[src/rtl/int_type_pkg.sv]
`default_nettype none

package int_type_pkg;

	// integer operand sizes of the CPU
	typedef enum logic [1:0]
	{
		sz_8,
		sz_16,
		sz_32,
		sz_64
	} type_size_t;

	typedef enum logic
	{
		op_from_int,
		op_to_int
	} cast_op_t;

	// command as seen on the input port
	typedef struct packed
	{
		cast_op_t op;
		type_size_t type_size;
		logic is_signed;
		logic [63:0] operand;
	} cast_cmd_t;

	// decoded command handed to the execute pipeline
	typedef struct packed
	{
		cast_op_t op;
		type_size_t type_size;
		logic is_signed;
		logic sign;
		logic [63:0] magnitude;
	} cast_dec_t;

	// zero or sign extended result, depending on op and type
	typedef logic [63:0] cast_res_t;

endpackage

`default_nettype wire

[src/rtl/bf16_pkg.sv]
`default_nettype none

package bf16_pkg;

	// field widths of the 16-bit brain float format
	localparam int unsigned bf16_exp_w = 8;
	localparam int unsigned bf16_mant_w = 7;

	// exponent bias, same as IEEE single precision
	localparam int unsigned bf16_bias = 127;

	typedef struct packed
	{
		logic sign;
		logic [bf16_exp_w-1:0] enc_exp;
		logic [bf16_mant_w-1:0] enc_mantissa;
	} bf16_t;

endpackage

`default_nettype wire
[src/rtl/bf16_cast_unit.sv]
`timescale 1ns/10ps
`default_nettype none

module bf16_cast_unit import int_type_pkg::*;
(
	input logic clk,
	input logic rst_n,
	input logic cmd_req,
	input cast_cmd_t cmd,
	output logic cmd_ack,
	output logic res_req,
	output cast_res_t res,
	input logic res_ack
);

	logic dec_valid;
	logic dec_ready;
	cast_dec_t dec;
	logic exe_valid;
	logic exe_ready;
	cast_res_t exe_res;

	bf16_cmd_decode u_decode
	(
		.clk(clk),
		.rst_n(rst_n),
		.cmd_req(cmd_req),
		.cmd(cmd),
		.cmd_ack(cmd_ack),
		.dec_valid(dec_valid),
		.dec(dec),
		.dec_ready(dec_ready)
	);

	bf16_cast_execute u_execute
	(
		.clk(clk),
		.rst_n(rst_n),
		.dec_valid(dec_valid),
		.dec(dec),
		.dec_ready(dec_ready),
		.exe_valid(exe_valid),
		.exe_res(exe_res),
		.exe_ready(exe_ready)
	);

	bf16_result_port u_result
	(
		.clk(clk),
		.rst_n(rst_n),
		.exe_valid(exe_valid),
		.exe_res(exe_res),
		.exe_ready(exe_ready),
		.res_req(res_req),
		.res(res),
		.res_ack(res_ack)
	);

endmodule

`default_nettype wire

[src/rtl/bf16_result_port.sv]
`timescale 1ns/10ps
`default_nettype none

module bf16_result_port import int_type_pkg::*;
(
	input logic clk,
	input logic rst_n,
	input logic exe_valid,
	input cast_res_t exe_res,
	output logic exe_ready,
	output logic res_req,
	output cast_res_t res,
	input logic res_ack
);

	typedef enum logic [1:0]
	{
		st_empty,
		st_wait_ack_hi,
		st_wait_ack_lo
	} rp_state_t;

	rp_state_t state;

	assign exe_ready = (state == st_empty);
	assign res_req = (state == st_wait_ack_hi);

	always_ff @(posedge clk or negedge rst_n)
	begin
		if (!rst_n)
			state <= st_empty;
		else
		begin
			case (state)
				st_empty:
					if (exe_valid)
						state <= st_wait_ack_hi;
				st_wait_ack_hi:
					if (res_ack)
						state <= st_wait_ack_lo;
				st_wait_ack_lo:
					// free again once the sink has released ack
					if (!res_ack)
						state <= st_empty;
				default:
					state <= st_empty;
			endcase
		end
	end

	always_ff @(posedge clk)
	begin
		if (exe_valid && exe_ready)
			res <= exe_res;
	end

endmodule

`default_nettype wire

[src/rtl/bf16_cast_execute.sv]
`timescale 1ns/10ps
`default_nettype none

module bf16_cast_execute import int_type_pkg::*, bf16_pkg::*;
(
	input logic clk,
	input logic rst_n,
	input logic dec_valid,
	input cast_dec_t dec,
	output logic dec_ready,
	output logic exe_valid,
	output cast_res_t exe_res,
	input logic exe_ready
);

	typedef enum logic
	{
		st_idle,
		st_finishing
	} s1_state_t;

	s1_state_t s1_state;
	cast_dec_t s1_dec;
	logic [6:0] s1_clz;
	logic [6:0] clz;
	logic s1_load;
	logic s1_adv;
	cast_res_t from_res;
	cast_res_t to_res;
	cast_res_t s2_res;

	bf16_clz64 u_clz64
	(
		.in(dec.magnitude),
		.count(clz)
	);

	assign s1_adv = (s1_state == st_finishing) && (!exe_valid || exe_ready);
	assign dec_ready = (s1_state == st_idle) || s1_adv;
	assign s1_load = dec_valid && dec_ready;

	// integer to bfloat16, mantissa truncated
	always_comb
	begin
		logic [63:0] norm;
		bf16_t f_out;

		norm = s1_dec.magnitude << s1_clz;
		f_out.sign = s1_dec.sign;
		f_out.enc_exp = bf16_exp_w'(bf16_bias + 63 - s1_clz);
		f_out.enc_mantissa = norm[62 -: bf16_mant_w];
		if (s1_dec.magnitude == 64'd0)
			f_out = '0;
		from_res = {48'b0, f_out};
	end

	// bfloat16 to integer, toward zero with saturation
	always_comb
	begin
		bf16_t f_in;
		logic [7:0] ue;
		logic [7:0] ty_msb;
		logic [63:0] umax;
		logic [63:0] smax;
		logic [63:0] sig;
		logic [63:0] mag;
		logic ovf;

		f_in = s1_dec.magnitude[15:0];
		ue = f_in.enc_exp - bf16_exp_w'(bf16_bias);

		case (s1_dec.type_size)
			sz_8:
			begin
				ty_msb = 8'd7;
				umax = 64'h0000_0000_0000_00ff;
			end
			sz_16:
			begin
				ty_msb = 8'd15;
				umax = 64'h0000_0000_0000_ffff;
			end
			sz_32:
			begin
				ty_msb = 8'd31;
				umax = 64'h0000_0000_ffff_ffff;
			end
			default:
			begin
				ty_msb = 8'd63;
				umax = 64'hffff_ffff_ffff_ffff;
			end
		endcase
		smax = umax >> 1;

		sig = {56'b0, 1'b1, f_in.enc_mantissa};
		if (ue >= 8'd7)
			mag = sig << (ue - 8'd7);
		else
			mag = sig >> (8'd7 - ue);

		// infinity lands here too, its unbiased exponent is 128
		ovf = s1_dec.is_signed ? (ue >= ty_msb) : (ue > ty_msb);

		if (f_in.enc_exp == 8'hff && f_in.enc_mantissa != '0)
			to_res = '0;
		else if (f_in.enc_exp < bf16_exp_w'(bf16_bias))
			to_res = '0;
		else if (f_in.sign && !s1_dec.is_signed)
			to_res = '0;
		else if (ovf)
			to_res = f_in.sign ? ~smax : (s1_dec.is_signed ? smax : umax);
		else
			to_res = f_in.sign ? (~mag + 64'd1) : mag;
	end

	assign s2_res = (s1_dec.op == op_from_int) ? from_res : to_res;

	always_ff @(posedge clk or negedge rst_n)
	begin
		if (!rst_n)
		begin
			s1_state <= st_idle;
			exe_valid <= 1'b0;
		end
		else
		begin
			if (s1_load)
				s1_state <= st_finishing;
			else if (s1_adv)
				s1_state <= st_idle;

			if (s1_adv)
				exe_valid <= 1'b1;
			else if (exe_ready)
				exe_valid <= 1'b0;
		end
	end

	always_ff @(posedge clk)
	begin
		if (s1_load)
		begin
			s1_dec <= dec;
			s1_clz <= clz;
		end
		if (s1_adv)
			exe_res <= s2_res;
	end

endmodule

`default_nettype wire

[src/rtl/bf16_cmd_decode.sv]
`timescale 1ns/10ps
`default_nettype none

module bf16_cmd_decode import int_type_pkg::*, bf16_pkg::*;
(
	input logic clk,
	input logic rst_n,
	input logic cmd_req,
	input cast_cmd_t cmd,
	output logic cmd_ack,
	output logic dec_valid,
	output cast_dec_t dec,
	input logic dec_ready
);

	logic capture;
	logic top_bit;
	logic neg;
	logic [63:0] narrow;
	logic [63:0] size_mask;
	bf16_t in_bf16;
	cast_dec_t next_dec;

	// new req only after the previous ack dropped and nothing is held
	assign capture = cmd_req && !cmd_ack && !dec_valid;

	assign in_bf16 = cmd.operand[15:0];

	always_comb
	begin
		case (cmd.type_size)
			sz_8: size_mask = 64'h0000_0000_0000_00ff;
			sz_16: size_mask = 64'h0000_0000_0000_ffff;
			sz_32: size_mask = 64'h0000_0000_ffff_ffff;
			default: size_mask = 64'hffff_ffff_ffff_ffff;
		endcase

		case (cmd.type_size)
			sz_8: top_bit = cmd.operand[7];
			sz_16: top_bit = cmd.operand[15];
			sz_32: top_bit = cmd.operand[31];
			default: top_bit = cmd.operand[63];
		endcase

		narrow = cmd.operand & size_mask;
		neg = cmd.is_signed && top_bit;

		next_dec.op = cmd.op;
		next_dec.type_size = cmd.type_size;
		next_dec.is_signed = cmd.is_signed;
		if (cmd.op == op_from_int)
		begin
			next_dec.sign = neg;
			// two's complement within the operand width, 64 bits included
			next_dec.magnitude = neg ? ((~narrow + 64'd1) & size_mask) : narrow;
		end
		else
		begin
			next_dec.sign = in_bf16.sign;
			next_dec.magnitude = {48'b0, in_bf16};
		end
	end

	always_ff @(posedge clk or negedge rst_n)
	begin
		if (!rst_n)
		begin
			cmd_ack <= 1'b0;
			dec_valid <= 1'b0;
		end
		else if (capture)
		begin
			cmd_ack <= 1'b1;
			dec_valid <= 1'b1;
		end
		else
		begin
			if (cmd_ack && !cmd_req)
				cmd_ack <= 1'b0;
			if (dec_valid && dec_ready)
				dec_valid <= 1'b0;
		end
	end

	always_ff @(posedge clk)
	begin
		if (capture)
			dec <= next_dec;
	end

endmodule

`default_nettype wire

[src/rtl/bf16_clz64.sv]
`timescale 1ns/10ps
`default_nettype none

module bf16_clz64
(
	input logic [63:0] in,
	output logic [6:0] count
);

	logic found;

	// priority search from the top bit down
	always_comb
	begin
		count = 7'd64;
		found = 1'b0;
		for (int i = 63; i >= 0; i--)
		begin
			if (!found && in[i])
			begin
				count = 7'(63 - i);
				found = 1'b1;
			end
		end
	end

endmodule

`default_nettype wire

[config.mk]
export PLATFORM = sky130hd
export DESIGN_NAME = bf16_cast_unit
export DESIGN_NICKNAME = d
export VERILOG_FILES = /design/src/rtl/int_type_pkg.sv /design/src/rtl/bf16_pkg.sv /design/src/rtl/bf16_cast_unit.sv /design/src/rtl/bf16_result_port.sv /design/src/rtl/bf16_cast_execute.sv /design/src/rtl/bf16_cmd_decode.sv /design/src/rtl/bf16_clz64.sv
export SDC_FILE = /design/constraint.sdc
export NUM_CORES = 1
export LEC_CHECK = 0
export ABC_AREA = 1
export BUFFER_PORTS_ARGS = -buffer_cell sky130_fd_sc_hd__clkbuf_2
export CAP_MARGIN = 0
export CORE_ASPECT_RATIO = 0.7
export CORE_UTILIZATION = 45
export CTS_BUF_LIST = sky130_fd_sc_hd__clkbuf_8
export DETAILED_ROUTE_END_ITERATION = 10
export SLEW_MARGIN = 30
export SYNTH_ARGS = -nofsm -noshare
export SYNTH_HDL_FRONTEND = slang
export SYNTH_HIERARCHICAL = 1
export SYNTH_SLANG_ARGS = --single-unit
[constraint.sdc]
create_clock -name clk -period 5.4 [get_ports clk]
set_input_delay 1.08 -clock clk [delete_from_list [all_inputs] [get_ports clk]]
set_output_delay 1.08 -clock clk [all_outputs]
set_load 0.02 [all_outputs]
After elaboration in Yosys (flattened, before gate mapping)
Cells that the tools add are included.

$add $sub $neg: 6. Multiply operators: 0. Div/mod/pow operators: 0. $lt $le $gt $ge: 4. Equality and inequality tests: 10. Shift-type cells: 3. Mux-type cells: 155. Bitwise logic cells: 7. Reductions and logical operators: 159.

Operators with widths (count): $mux 64 (6); $pmux 64 s3 (2); $mux 6 (31); $add 64x1->64 const B (2); $and 64x64->64 (2); $not 64->64 (2); $mux 16 (5); $mux 5 (16); $mux 1 (73); $logic_and 1x1->1 (72); $logic_not 1->1 (68); $mux 65 (1); $logic_not 64->1 (1); $not 63->64 (1); $shl 64x7->63 (1); $shl 8x8->64 (1); $shr 8x8->64 (1); $reduce_or 63->1 (1); $mux 4 (8); $reduce_or 32->1 (1); $pmux 6 s3 (1); $reduce_or 16->1 (1); $mux 3 (4); $mux 2 (5); other kinds (25) (38).

Register bits: 279. Bits in latches: 0. Memory bits (writable): 0. Bits in read-only memories: 0. Input bits: 72. Output and inout port bits: 66. Word-level logic and storage cells: 370. Memories kept: 0.

Longest topological paths before layout
Word-level depth: 190. Mapped depth: 35. Gate-level depth less buffers: 35.

Hierarchy
The synthesis kept the hierarchy.

Modules (own cells, without submodules): bf16_cast_execute (instances 1, cells an instance 1756, area each 12060.3 um2, sequential area each 4254.1 um2); bf16_cmd_decode (instances 1, cells an instance 733, area each 5061.1 um2, sequential area each 2122.0 um2); bf16_result_port (instances 1, cells an instance 78, area each 2020.7 um2, sequential area each 1971.9 um2); bf16_clz64 (instances 1, cells an instance 241, area each 1285.0 um2, sequential area each 0.0 um2).

Worst setup path after synthesis
OpenSTA, ideal clock, no wires.

Kind: input -> register. Start: in cmd_req. End: reg u_decode/dec[0] (netlist name). Library setup time: 0.583 ns. Arrival: 5.828 ns. Data required time: 4.817 ns. Setup slack: -1.012 ns. Stages: 2. Buffers on the path: 0. Cell sequence: inv_1 nor3_1.

Longest elaborated chain between the ends: 2.

RTL lines: start, declared (RTL line bf16_cast_unit.sv:8) `input logic cmd_req,`; $logic_and 1x1->1 (2 in a row) (RTL line bf16_cmd_decode.sv:25) `assign capture = cmd_req && !cmd_ack && !dec_valid;`; named net u_decode.capture (RTL line bf16_cmd_decode.sv:16) `logic capture;`.

The timed path passes the listed nets, and every way through them passes these cells. A chain may end at the register's enable or synchronous reset.

Worst setup path after layout
Start: reg u_execute/s1_dec[7] in the netlist's numbering. End: reg u_execute.exe_res[56], data pin.

Longest elaborated chain between the ends: 8. Elaborated cells on any way between the ends: 18. Those cells by class: add/sub (4); order compare (4); eq/ne (1); shift (2); mux (4); bitwise (1); reduce/logical (2).

RTL lines: start, declared (RTL line bf16_cast_execute.sv:23) `cast_dec_t s1_dec;`; start signal, assigned (RTL line bf16_cast_execute.sv:144) `s1_dec <= dec;`; $sub 8x7->8 (RTL line bf16_cast_execute.sv:70) `ue = f_in.enc_exp - bf16_exp_w'(bf16_bias);`; $sub 3x8->8 or $sub 8x3->8 (tied branches) (RTL line bf16_cast_execute.sv:100, bf16_cast_execute.sv:98); $shr 8x8->64 or $shl 8x8->64 (tied branches) (RTL line bf16_cast_execute.sv:100, bf16_cast_execute.sv:98); $mux 64 (RTL line bf16_cast_execute.sv:97) `if (ue >= 8'd7)`; $not 64->64 (RTL line bf16_cast_execute.sv:114) `to_res = f_in.sign ? (~mag + 64'd1) : mag;`; $add 64x1->64 (RTL line bf16_cast_execute.sv:114); $mux 64 (RTL line bf16_cast_execute.sv:114); $mux 64 (RTL line bf16_cast_execute.sv:111) `else if (ovf)`; end signal, assigned (RTL line bf16_cast_execute.sv:148) `exe_res <= s2_res;`; end, declared (RTL line bf16_cast_execute.sv:12) `output cast_res_t exe_res,`.

Parallel ways exist; a longest one is shown, timed or not.

==> results.md <==
- Width of the die: 256.7 µm
- Die height: 180.3 µm
- CTS hold repair buffers: 0
- Max-cap check violation count: 0
- # H-tree levels: 2
- Cell count after placement: 3489
- NumNets Final: 3027
- Synth Area per Inst: 7.275 µm²
- Remaining Overflow, GRT: 0
- Core area: 44200 µm²
- Share of cells above drive strength 1: 0.1487
- Critical Path End Type: flip-flop
- Setup clock skew after layout: 0.02593 ns
- Path type of the worst min-delay path: input pin to asynchronous set/reset pin
- Most common cell after layout, fill and taps aside: sky130_fd_sc_hd__nand2_1
- Cell chosen for the clock root: sky130_fd_sc_hd__clkbuf_8
- Design Area, Final: 22750 µm²
- Final TNS setup: 0 ns
- Highest-count cells in the layout ignoring fill and taps: sky130_fd_sc_hd__nand2_1 (738), sky130_fd_sc_hd__nor2_1 (311), sky130_fd_sc_hd__inv_1 (298)
- Via count of the first global-routing pass: 17680
- Port Buf Inserts: 137
- DIE AREA: 46260 µm²
- Synth Cell Area: 20430 µm²
- Insertion delay to the later sink of the worst-skew pair: 0.58 ns
- Initial antenna violation count: 5
- Max transition margin: 0.3655
- Post-Route WL: 72.94 mm
- Clock buffers created by TritonCTS: 44
- Number of hold violations in the final report: 0
- Post-DP HPWL: 58.12 mm
- Yosys warns: 6
- Initial core utilization: 0.4621
- CTS clock-pin slew for the worst setup and hold paths: 0.07 ns
- Max-slew violation total from the final report: 0
- Final period demand of the worst path: 5.158 ns
- Global-route wire length before repair: 109.7 mm
- Number of diodes added for antenna fixing: 0
- Sequential share of the synthesized area: 0.4087
- Cell leakage power: 10.30 nW
- Starting DRC count in detailed routing: 2833
- Portion of the clock cycle consumed by the worst path in the final layout: 0.9552
- Number of remaining DRC errors: 0
- Post-Place Worst Slack: 0.4917 ns
- Clock buffer depth: 3
- Worst-path fanout max: 11
- Arr. time, crit path: 5.47 ns
- Drt wl/cell: 20.41 µm
- CP Data Required Time: 5.71 ns
- Critical Setup Path Class: flip-flop to flip-flop
- Number of enable-type register cells in the synthesized netlist: 273
- GRT Total Usage: 0.3099
- Number of cells in the finished layout apart from fillers: 3574
- Average vias per placed instance: 5.766
- Hold slack: 0.3210 ns
- Mapped Nets: 2890
- Clk sinks: 279
- Final setup slack of the worst path: 0.2417 ns
- Slew of the pin with the lowest slew margin: 0.9419 ns
- TritonCTS clock tree: built
- Total power: 8.287 mW
- Maximum number of pins on one net before global-route repair: 87
- Distinct cell type count after synthesis: 62
- P per Cell Area: 364.3 nW/µm²
- Routed via count: 20610
- Fmax: 193.9 MHz
- Worst supply voltage drop on vdd: 269.5 µV
- Placement Cell Area: 21820 µm²
- First-pass DRT Iterations: 6
- Final core occ: 0.5146
- Post-synthesis to final-layout area growth: 11.36%
- Final weighted congestion of routability-driven global placement: 1.016
- Dominant register cell in the synthesized netlist: sky130_fd_sc_hd__edfxtp_1
- Number of nets still failing antenna checks after routing: 0
- RSZ-0062 raised after global routing: false
- Async SR Flop Fraction: 0.02151
- Register bit count reported by yosys: 279
- Run status: finished, final reports clean
- Post-Synthesis Cells: 2808
- Total number of placement rows: 64
- Final setup vio count: 0
- Launching element type of the critical path: flip-flop
- I/O pin total: 138
==> flip-flops by register name, summed over array words and instances (netlist names), 2 cells and up <==
signal / flops
u_execute/exe_res: 64
u_result/res: 64
u_result/state: 2
u_execute/s1_clz: 7
u_decode/dec: 69
u_execute/s1_dec: 69
==> cell usage after synthesis (8+ instances only) <==
library cell	n	area [µm²]
sky130_fd_sc_hd__edfxtp_1	273	8198
sky130_fd_sc_hd__ha_1	10	125.1
sky130_fd_sc_hd__nand3b_1	9	67.56
sky130_fd_sc_hd__o22ai_1	12	75.07
sky130_fd_sc_hd__nor2_1	314	1179
sky130_fd_sc_hd__nand4_1	80	500.5
sky130_fd_sc_hd__nor4_1	17	106.4
sky130_fd_sc_hd__o211ai_1	13	97.59
sky130_fd_sc_hd__nand3_2	22	220.2
sky130_fd_sc_hd__buf_4	8	60.06
sky130_fd_sc_hd__nand3_1	233	1166
sky130_fd_sc_hd__nand4_2	11	137.6
sky130_fd_sc_hd__a21oi_1	167	835.8
sky130_fd_sc_hd__nor2_4	14	157.7
sky130_fd_sc_hd__inv_2	28	105.1
sky130_fd_sc_hd__buf_2	21	105.1
sky130_fd_sc_hd__buf_1	9	33.78
sky130_fd_sc_hd__and2_1	9	56.30
sky130_fd_sc_hd__o2111ai_1	13	113.9
sky130_fd_sc_hd__nor3_1	30	150.1
sky130_fd_sc_hd__xor2_1	24	210.2
sky130_fd_sc_hd__nor2_2	42	262.8
sky130_fd_sc_hd__mux2i_1	10	100.1
sky130_fd_sc_hd__o21ai_0	193	965.9
sky130_fd_sc_hd__o21ai_1	29	145.1
sky130_fd_sc_hd__inv_1	289	1085
sky130_fd_sc_hd__clkbuf_1	63	236.5
sky130_fd_sc_hd__nand2_2	35	219.0
sky130_fd_sc_hd__nand2_1	738	2770
==> cell type report <==
cell class / count / area [µm²]
clock inverters: 36 / 267.8
inverters: 320 / 1201
well taps: 594 / 743.2
flip-flops and latches: 279 / 8348
clock buffers: 45 / 619.3
fillers: 4480 / 21460
multi-input cells: 2103 / 10430
repair buffers: 197 / 1136
==> what timing repair did <==
item                                    in CTS  in global routing
setup buffers                                0                  4
resized for setup                            0                  3
endpoints found under the setup margin       0                  6
==> critical path, stage by stage (launching register included) <==
cell and delay, ns:
sky130_fd_sc_hd__edfxtp_1 0.43, sky130_fd_sc_hd__ha_1 0.29, sky130_fd_sc_hd__xnor2_2 0.37, sky130_fd_sc_hd__inv_2 0.14, sky130_fd_sc_hd__nand2_1 0.16, sky130_fd_sc_hd__nand2_2 0.09
sky130_fd_sc_hd__nand2_1 0.06, sky130_fd_sc_hd__inv_1 0.06, sky130_fd_sc_hd__nor2_4 0.34, sky130_fd_sc_hd__inv_1 0.35, sky130_fd_sc_hd__nand4_1 0.21, sky130_fd_sc_hd__o21ai_2 0.14
sky130_fd_sc_hd__buf_4 0.20, sky130_fd_sc_hd__o21ai_0 0.74, sky130_fd_sc_hd__nand2_1 0.13, sky130_fd_sc_hd__nor2_1 0.20, sky130_fd_sc_hd__nand2_1 0.07, sky130_fd_sc_hd__nor2_1 0.43
sky130_fd_sc_hd__nand2_1 0.09, sky130_fd_sc_hd__nand2_1 0.08, sky130_fd_sc_hd__nand2_1 0.05, sky130_fd_sc_hd__nand2_1 0.05, sky130_fd_sc_hd__nand2_1 0.06, sky130_fd_sc_hd__nand2_1 0.05
sky130_fd_sc_hd__a21oi_1 0.07
==> routing by layer <==
metal  GRT usage  share of wire  up-vias
li1            -              -     9802
met1      0.5504           0.53     9621
met2      0.3470           0.33     1110
met3     0.08776           0.13       73
met4     0.04190          0.011        2
met5           0        0.00018        -
==> cells by family (layout without fill, tap and decap cells) <==
logic type	Yosys count	after routing	share of synthesized area
mux	10	10	0.004900
simple gates	1569	1569	0.3504
compound gates	484	484	0.1331
xor+xnor	30	30	0.01397
flops	279	279	0.4087
buf+inv	426	598	0.08287
fa+ha+maj	10	10	0.006125
==> where the power goes <==
part           switching (mW)  internal, mW
Sequential              0.217          2.90
Clock                   0.836         0.974
Combinational            2.47         0.892
==> worst paths after layout <==
kind,startpoint,to,slack (ns),depth (start not counted)
max in group asynchronous,rst_n,u_execute/exe_valid,4.93,1
setup / recovery,u_execute/s1_dec[7],u_execute/exe_res[56],0.24,24
hold / removal,rst_n,u_result/state[1],0.32,1
min in group clk,u_execute/exe_res[8],u_result/res[8],0.42,0
setup reg to reg,u_execute/s1_dec[7],u_execute/exe_res[56],0.24,24
hold reg to reg,u_execute/exe_res[8],u_result/res[8],0.42,0
Note: power is estimated with default switching activity, not from simulation.
